**src/crop_defines.svh**
```systemverilog
`ifndef CROP_DEFINES_SVH
`define CROP_DEFINES_SVH

////////////////////
// Stream widths
////////////////////

// Bits per pixel sample
`define CROP_PIX_W 8

// Column index, enough for 4096 pixels per line
`define CROP_COL_W 12

// Row index, enough for 4096 lines per frame
`define CROP_ROW_W 12

////////////////////
// Derived widths
////////////////////

// Pixels per frame counter
`define CROP_PCNT_W (`CROP_COL_W + `CROP_ROW_W)

`endif

```
**src/crop_pkg.sv**
```systemverilog
`include "crop_defines.svh"

package crop_pkg;

	////////////////////
	// Window description
	////////////////////

	// Window origin, first column and first row
	typedef struct packed {
		logic [`CROP_COL_W-1:0] left;
		logic [`CROP_ROW_W-1:0] top;
	} win_pos_t;

	// Window extent in pixels and lines
	typedef struct packed {
		logic [`CROP_COL_W-1:0] width;
		logic [`CROP_ROW_W-1:0] height;
	} win_size_t;

	// Host data word, origin or size by cfg_sel
	typedef union packed {
		win_pos_t  pos;
		win_size_t size;
	} cfg_word_u;

	// Active window used by the gate
	typedef struct packed {
		win_pos_t  pos;
		win_size_t size;
	} win_cfg_t;

	////////////////////
	// Stream records
	////////////////////

	// Position of the pixel now leaving the tracker
	typedef struct packed {
		logic [`CROP_COL_W-1:0] col_idx;
		logic [`CROP_COL_W-1:0] col_idx_next;
		logic                   col_update;
		logic [`CROP_ROW_W-1:0] row_idx;
		logic                   row_update;
	} raster_pos_t;

	// One output beat
	typedef struct packed {
		logic                   valid;
		logic                   sof;
		logic                   eol;
		logic [`CROP_PIX_W-1:0] data;
	} crop_pix_t;

endpackage

```
**src/crop_ctrl.sv**
```systemverilog
`timescale 1ns/1ps
`include "crop_defines.svh"

module crop_ctrl (
	input  logic                    clk,
	input  logic                    resetn,
	input  logic                    fsync,
	input  logic                    cfg_wr,
	input  logic                    cfg_sel,
	input  crop_pkg::cfg_word_u     cfg_word,
	input  logic                    beat_valid,
	output crop_pkg::win_cfg_t      win,
	output logic [31:0]             frame_count,
	output logic [`CROP_PCNT_W-1:0] last_frame_pixels
);

	import crop_pkg::*;

	win_pos_t  pend_pos;
	win_size_t pend_size;

	logic [`CROP_PCNT_W-1:0] pix_cnt;

	////////////////////
	// Host write port
	////////////////////

	// Same word read as origin or as size
	always_ff @(posedge clk) begin
		if (!resetn) begin
			pend_pos  <= '0;
			pend_size <= '0;
		end else if (cfg_wr) begin
			if (cfg_sel)
				pend_size <= cfg_word.size;
			else
				pend_pos <= cfg_word.pos;
		end
	end

	////////////////////
	// Window activation
	////////////////////

	// A write in the fsync cycle lands in the next frame
	always_ff @(posedge clk) begin
		if (!resetn)
			win <= '0;
		else if (fsync) begin
			win.pos  <= pend_pos;
			win.size <= pend_size;
		end
	end

	////////////////////
	// Frame statistics
	////////////////////

	always_ff @(posedge clk) begin
		if (!resetn)
			frame_count <= '0;
		else if (fsync)
			frame_count <= frame_count + 1'b1;
	end

	// Beat in the fsync cycle still belongs to the old frame
	always_ff @(posedge clk) begin
		if (!resetn) begin
			pix_cnt           <= '0;
			last_frame_pixels <= '0;
		end else if (fsync) begin
			last_frame_pixels <= pix_cnt + beat_valid;
			pix_cnt           <= '0;
		end else if (beat_valid) begin
			pix_cnt <= pix_cnt + 1'b1;
		end
	end

endmodule

```
**src/crop_stream_out.sv**
```systemverilog
`timescale 1ns/1ps
`include "crop_defines.svh"

module crop_stream_out (
	input  logic                   clk,
	input  logic                   resetn,
	input  logic [`CROP_PIX_W-1:0] pix_dly,
	input  logic                   need,
	input  logic                   sof,
	input  logic                   eol,
	output crop_pkg::crop_pix_t    out
);

	// Pixel held while the gate computes its flags
	logic [`CROP_PIX_W-1:0] pix_q;

	////////////////////
	// Data alignment
	////////////////////

	always_ff @(posedge clk) begin
		pix_q <= pix_dly;
	end

	////////////////////
	// Output beat
	////////////////////

	always_ff @(posedge clk) begin
		if (!resetn) begin
			out.valid <= 1'b0;
			out.sof   <= 1'b0;
			out.eol   <= 1'b0;
		end else begin
			out.valid <= need;
			// Markers only on beats that pass the window
			out.sof   <= need && sof;
			out.eol   <= need && eol;
		end
	end

	always_ff @(posedge clk) begin
		out.data <= pix_q;
	end

endmodule

```
**src/crop_top.sv**
```systemverilog
`timescale 1ns/1ps
`include "crop_defines.svh"

module crop_top (
	input  logic                    clk,
	input  logic                    resetn,
	input  logic                    fsync,
	input  logic                    lsync,
	input  logic                    pix_valid,
	input  logic [`CROP_PIX_W-1:0]  pix_data,
	input  logic                    cfg_wr,
	input  logic                    cfg_sel,
	input  crop_pkg::cfg_word_u     cfg_word,
	output crop_pkg::crop_pix_t     out,
	output logic [31:0]             frame_count,
	output logic [`CROP_PCNT_W-1:0] last_frame_pixels
);

	import crop_pkg::*;

	raster_pos_t            pos;
	win_cfg_t               win;
	logic [`CROP_PIX_W-1:0] pix_dly;
	logic                   need;
	logic                   sof;
	logic                   eol;

	////////////////////
	// Datapath
	////////////////////

	raster_tracker u_tracker (
		.clk       (clk),
		.resetn    (resetn),
		.fsync     (fsync),
		.lsync     (lsync),
		.pix_valid (pix_valid),
		.pix_data  (pix_data),
		.pos       (pos),
		.pix_dly   (pix_dly)
	);

	window_gate u_gate (
		.clk    (clk),
		.resetn (resetn),
		.fsync  (fsync),
		.lsync  (lsync),
		.pos    (pos),
		.win    (win),
		.need   (need),
		.sof    (sof),
		.eol    (eol)
	);

	crop_stream_out u_out (
		.clk     (clk),
		.resetn  (resetn),
		.pix_dly (pix_dly),
		.need    (need),
		.sof     (sof),
		.eol     (eol),
		.out     (out)
	);

	////////////////////
	// Control
	////////////////////

	crop_ctrl u_ctrl (
		.clk               (clk),
		.resetn            (resetn),
		.fsync             (fsync),
		.cfg_wr            (cfg_wr),
		.cfg_sel           (cfg_sel),
		.cfg_word          (cfg_word),
		.beat_valid        (out.valid),
		.win               (win),
		.frame_count       (frame_count),
		.last_frame_pixels (last_frame_pixels)
	);

endmodule

```
**src/raster_tracker.sv**
```systemverilog
`timescale 1ns/1ps
`include "crop_defines.svh"

module raster_tracker (
	input  logic                   clk,
	input  logic                   resetn,
	input  logic                   fsync,
	input  logic                   lsync,
	input  logic                   pix_valid,
	input  logic [`CROP_PIX_W-1:0] pix_data,
	output crop_pkg::raster_pos_t  pos,
	output logic [`CROP_PIX_W-1:0] pix_dly
);

	logic [`CROP_COL_W-1:0] col_cnt;
	logic [`CROP_COL_W-1:0] col_idx;
	logic [`CROP_COL_W-1:0] col_idx_next;
	logic                   col_update;
	logic [`CROP_ROW_W-1:0] row_idx;
	logic                   row_update;
	logic                   first_line;

	////////////////////
	// Column tracking
	////////////////////

	always_ff @(posedge clk) begin
		if (!resetn) begin
			col_cnt    <= '0;
			col_update <= 1'b0;
		end else if (lsync) begin
			col_cnt    <= '0;
			col_update <= 1'b0;
		end else begin
			col_update <= pix_valid;
			if (pix_valid)
				col_cnt <= col_cnt + 1'b1;
		end
	end

	// Position and sample of the strobed pixel
	always_ff @(posedge clk) begin
		if (pix_valid) begin
			col_idx      <= col_cnt;
			col_idx_next <= col_cnt + 1'b1;
			pix_dly      <= pix_data;
		end
	end

	////////////////////
	// Row tracking
	////////////////////

	// First lsync after fsync starts row 0
	always_ff @(posedge clk) begin
		if (!resetn) begin
			row_idx    <= '0;
			row_update <= 1'b0;
			first_line <= 1'b0;
		end else begin
			row_update <= lsync;
			if (fsync)
				first_line <= 1'b1;
			else if (lsync) begin
				first_line <= 1'b0;
				row_idx    <= first_line ? '0 : row_idx + 1'b1;
			end
		end
	end

	assign pos.col_idx      = col_idx;
	assign pos.col_idx_next = col_idx_next;
	assign pos.col_update   = col_update;
	assign pos.row_idx      = row_idx;
	assign pos.row_update   = row_update;

endmodule

```
**src/window_gate.sv**
```systemverilog
`timescale 1ns/1ps
`include "crop_defines.svh"

module window_gate (
	input  logic                  clk,
	input  logic                  resetn,
	input  logic                  fsync,
	input  logic                  lsync,
	input  crop_pkg::raster_pos_t pos,
	input  crop_pkg::win_cfg_t    win,
	output logic                  need,
	output logic                  sof,
	output logic                  eol
);

	// One extra bit so the window end never wraps
	logic [`CROP_COL_W:0] col_end;
	logic [`CROP_ROW_W:0] row_end;

	logic col_need;
	logic row_need;
	logic first_line;
	logic first_pixel;
	logic eol_q;
	logic pix_here;

	assign col_end = {1'b0, win.pos.left} + {1'b0, win.size.width};
	assign row_end = {1'b0, win.pos.top} + {1'b0, win.size.height};

	////////////////////
	// Inclusion state
	////////////////////

	// End match wins, so a zero width passes nothing
	always_ff @(posedge clk) begin
		if (!resetn || lsync)
			col_need <= 1'b0;
		else if (pos.col_update) begin
			if ({1'b0, pos.col_idx} == col_end)
				col_need <= 1'b0;
			else if (pos.col_idx == win.pos.left)
				col_need <= 1'b1;
		end
	end

	always_ff @(posedge clk) begin
		if (!resetn || fsync)
			row_need <= 1'b0;
		else if (pos.row_update) begin
			if ({1'b0, pos.row_idx} == row_end)
				row_need <= 1'b0;
			else if (pos.row_idx == win.pos.top)
				row_need <= 1'b1;
		end
	end

	////////////////////
	// Frame and line markers
	////////////////////

	always_ff @(posedge clk) begin
		if (!resetn) begin
			first_line  <= 1'b0;
			first_pixel <= 1'b0;
			eol_q       <= 1'b0;
			pix_here    <= 1'b0;
		end else begin
			// Flags belong to the pixel seen one cycle earlier
			pix_here <= pos.col_update;
			if (pos.row_update)
				first_line <= (pos.row_idx == win.pos.top);
			if (pos.col_update) begin
				first_pixel <= (pos.col_idx == win.pos.left);
				eol_q       <= ({1'b0, pos.col_idx_next} == col_end);
			end
		end
	end

	// Qualified so that gaps between pixels give no beat
	assign need = col_need && row_need && pix_here;
	assign sof  = first_line && first_pixel && pix_here;
	assign eol  = eol_q && pix_here;

endmodule
```
**config.mk**
```make
export PLATFORM = sky130hd
export DESIGN_NAME = crop_top
export DESIGN_NICKNAME = d
export VERILOG_FILES = /design/src/crop_pkg.sv /design/src/crop_ctrl.sv /design/src/crop_stream_out.sv /design/src/crop_top.sv /design/src/raster_tracker.sv /design/src/window_gate.sv
export VERILOG_INCLUDE_DIRS = /design/src
export SDC_FILE = /design/constraint.sdc
export NUM_CORES = 1
export LEC_CHECK = 0
export ABC_CLOCK_PERIOD_IN_PS = 3050
export BUFFER_PORTS_ARGS = -buffer_cell sky130_fd_sc_hd__buf_2
export CORE_ASPECT_RATIO = 1.5
export CORE_UTILIZATION = 35
export CTS_CLUSTER_SIZE = 24
export DETAILED_ROUTE_END_ITERATION = 10
export GPL_ROUTABILITY_DRIVEN = 0
export HOLD_SLACK_MARGIN = 0.08
export PLACE_DENSITY_LB_ADDON = 0.12
export SYNTH_ARGS = -nofsm -noshare
export SYNTH_HDL_FRONTEND = slang
export SYNTH_SLANG_ARGS = --single-unit
export TNS_END_PERCENT = 50
```
**constraint.sdc**
```tcl
create_clock -name clk -period 3.05 [get_ports clk]
set_input_delay 0.4575 -clock clk [delete_from_list [all_inputs] [get_ports clk]]
set_output_delay 0.4575 -clock clk [all_outputs]
set_load 0.05 [all_outputs]
```
==> results.sh <==
export IMPL_tightestPinTransition_ps=923
export IMPL_seqPwrFrac=0.464
export IMPL_layout_drive_gt1_share=0.131
export IMPL_yosys_register_bits=260
export IMPL_synth_top_area_share=0.382
export IMPL_start_kind="flip-flop"
export IMPL_power_density_mw_per_mm2=561
export IMPL_die_y_um=228
export IMPL_final_seq_area_mm2=0.00553
export IMPL_start_util=0.356
export IMPL_cts_buffers=29
export IMPL_ant_nets=0
export IMPL_cpPeakStageDelay_ps=480
export IMPL_min_period_ps=2850
export IMPL_cp_buffers_inverters=1
export IMPL_overflow=0
export IMPL_finalPower_mw=7.82
export IMPL_finalNetCount=1415
export IMPL_antenna_cells=0
export IMPL_die_x_um=153
export IMPL_yosysTopAreaCell="dfxtp_1"
export IMPL_fin_crit_sh=0.935
export IMPL_fillers=3376
export IMPL_p_int_mw=5.96
export IMPL_worstPathArrival_ps=3300
export IMPL_r2r_start="u_ctrl.win[36]$_SDFFE_PN0P_"
export IMPL_cts_root_buf="clkbuf_16"
export IMPL_peakVddDrop_mv=0.399
export IMPL_clockBufferDepth=3
export IMPL_syn_inst=1248
export IMPL_synth_area_top_cells="dfxtp_1, edfxtp_1, xor2_1"
export IMPL_worst_setup_path_type="reg2reg"
export IMPL_drcViolationCount=0
export IMPL_via_per_inst=4.95
export IMPL_pwr_share_comb=0.068
export IMPL_critical_path_most_common_cell="a2111oi_1"
export IMPL_hold_path_class="in2reg"
export IMPL_hold_viol=0
export IMPL_timing_hold_ws_ps=154
export IMPL_endpoint_kind="flip-flop"
export IMPL_max_slew_margin_rel=0.384
export IMPL_clock_latency_ps=570
export IMPL_fin_cells=1787
export IMPL_critPathMaxFanout=3
export IMPL_yosys_area_share_simple=0.200
export IMPL_p_sw_mw=1.86
export IMPL_post_synth_cell_area_avg_um2=9.58
export IMPL_tritoncts="yes"
export IMPL_yosysWarnings=0
export IMPL_synth_most_common_cell="dfxtp_1"
export IMPL_antenna_found_initial=1
export IMPL_worst_slack_ps=199
export IMPL_grt_total_usage=0.165
export IMPL_io_pins=106
export IMPL_rows=82
export IMPL_dr_pass1_iters=4
export IMPL_setup_viol=0
export IMPL_synth_xor_area_frac=0.120
export IMPL_synthAdderAreaFrac=0.0347
export IMPL_grt_pass1_vias=8857
export IMPL_vias=8843
export IMPL_startpoint="u_ctrl.win[36]$_SDFFE_PN0P_"
export IMPL_synth_compound_area_share=0.106
export IMPL_slowest_stage="fa_1"
export IMPL_synth_edf_count=32
export IMPL_fin_skew_ps=14.0
export IMPL_coreArea_mm2=0.0335
export IMPL_tns_ps=0
export IMPL_worstPathCellList="ha_1 > inv_1 > fa_1 > xnor2_1 > a2111oi_1 > o211ai_1 > a2111oi_1 > o2111ai_1 > nor4_1 > a31oi_1"
export IMPL_synthDistinctLibCells=62
export IMPL_slew_violations=0
export IMPL_synth_mux_area_frac=0.0499
export IMPL_swShare=0.238
export IMPL_hpwl_um=20300
export IMPL_wl_per_cell_um=16.0
export IMPL_drtIter0Drc=364
export IMPL_worstHoldStart="cfg_word[15]"
export IMPL_place_inst=1725
export IMPL_grt_first_pass_wirelength_um=46500
export IMPL_area_growth_pct=16.7
export IMPL_clkPwrFrac=0.468
export IMPL_cts_max_level=1
export IMPL_synth_ff_type="dfxtp_1"
export IMPL_place_ws_ps=98.9
export IMPL_multi_input_area_mm2=0.00612
export IMPL_clock_sinks=260
export IMPL_totalWireLength_um=28600
export IMPL_max_cap_violations=0
export IMPL_synth_net_count=1319
export IMPL_grt_max_degree=91
export IMPL_crit_required_ps=3500
export IMPL_port_buffers=105
export IMPL_synth_seq_area_share=0.462
export IMPL_synth_top_family_by_area="simple AND/OR/NAND/NOR gates"
export IMPL_status="finished clean"
export IMPL_rsz0062_at_grt="false"
export IMPL_syn_area_mm2=0.0120
export IMPL_synthArstFlopShare=0
export IMPL_p_leak_nw=5.91
export IMPL_path_delay_family="compound AO/OA/AOI/OAI gates"
export IMPL_clk_pin_slew_ps=60
export IMPL_synthTopCellsByCount="dfxtp_1, nand2_1, xor2_1"
export IMPL_fmax_mhz=351
export IMPL_die_area_mm2=0.0349
-- worst paths after layout --
path,slack [ps],cells after the start,to
worst max register to register,200,10,u_gate.col_need$_SDFFE_PP0P_
worst max-delay path,200,10,u_gate.col_need$_SDFFE_PP0P_
worst min-delay path,150,3,u_ctrl.pend_size[15]$_SDFFE_PN0P_
worst min register to register,320,0,u_out.out[3]$_DFF_P_
-- power by group through the flow --
stage          Combinational (mW)  Sequential (mW)  Clock (mW)
2_1_floorplan               0.292             3.77           0
3_3_place_gp                0.530             3.71           0
3_5_place_dp                0.533             3.71           0
4_1_cts                     0.542             3.63        3.80
5_1_grt                     0.584             3.64        3.92
6_report                    0.532             3.63        3.66
-- flip-flops by register name, indices dropped and copies added (netlist names), 24 cells and up --
name	flops
u_ctrl.win	48
u_ctrl.frame_count	32
u_ctrl.last_frame_pixels	24
u_ctrl.pend_pos	24
u_ctrl.pend_size	24
u_ctrl.pix_cnt	24
-- timing repair --
action | 4_1_cts | 5_1_grt
endpoints found under the setup margin | 0 | 1
hold buffers | 8 | 0
hold endpoints to repair | 8 | 0
buffers inserted | 0 | 0
resized for setup | 0 | 2
-- cells by family after synthesis --
kind of cell,after synthesis
fa+ha+maj,32
flops,260
xor+xnor,162
mux,59
simple gates,483
buf+inv,78
compound gates,174
-- area by class of cell --
class / count / area share
multi-input combinational: 910 / 0.438
sequential: 260 / 0.396
clock buffer: 37 / 0.0571
timing repair buffer: 129 / 0.0524
tap: 420 / 0.0377
clock inverter: 17 / 0.0148
inverter: 14 / 0.00377
-- tightest hold or removal path, cell delays in order --
cell and delay (ps):
buf_2 100, nand2_1 40, a21boi_0 60
-- stage by stage --
| step | utilization | instance area [µm²] |
|---|---|---|
| 2_1_floorplan | - | 12000 |
| 3_3_place_gp | 0.384 | 12900 |
| 3_5_place_dp | 0.384 | 12900 |
| 4_1_cts | 0.416 | 14000 |
| 5_1_grt | 0.416 | 14000 |
| 6_report | 0.416 | 14000 |
-- layer usage --
| layer | routed length (µm) | global-route usage | vias to the layer above |
|---|---|---|---|
| met3 | 926 | 0.0248 | 62 |
| met1 | 11200 | 0.172 | 4167 |
| met5 | 13 | 0 | - |
| met2 | 15400 | 0.323 | 136 |
| li1 | - | - | 4476 |
| met4 | 1050 | 0.0742 | 2 |
-- cells in the final DEF (no fill, tap or decap), types with 18 or more instances in the layout --
cell type	Yosys	final
mux2i_1	57	57
o211a_1	22	22
nand2_1	179	179
and3_1	23	23
xor2_1	81	81
buf_4	1	18
nor2_1	64	64
a21oi_1	27	27
a21boi_0	50	50
buf_2	1	103
dfxtp_1	228	228
xnor2_1	79	79
nand3_1	40	40
nor2b_1	61	60
nand4_1	21	21
and2_1	33	33
edfxtp_1	32	32
o21ai_0	27	27
clkbuf_16	0	30
ha_1	30	30
(Power assumes the default switching activity.)
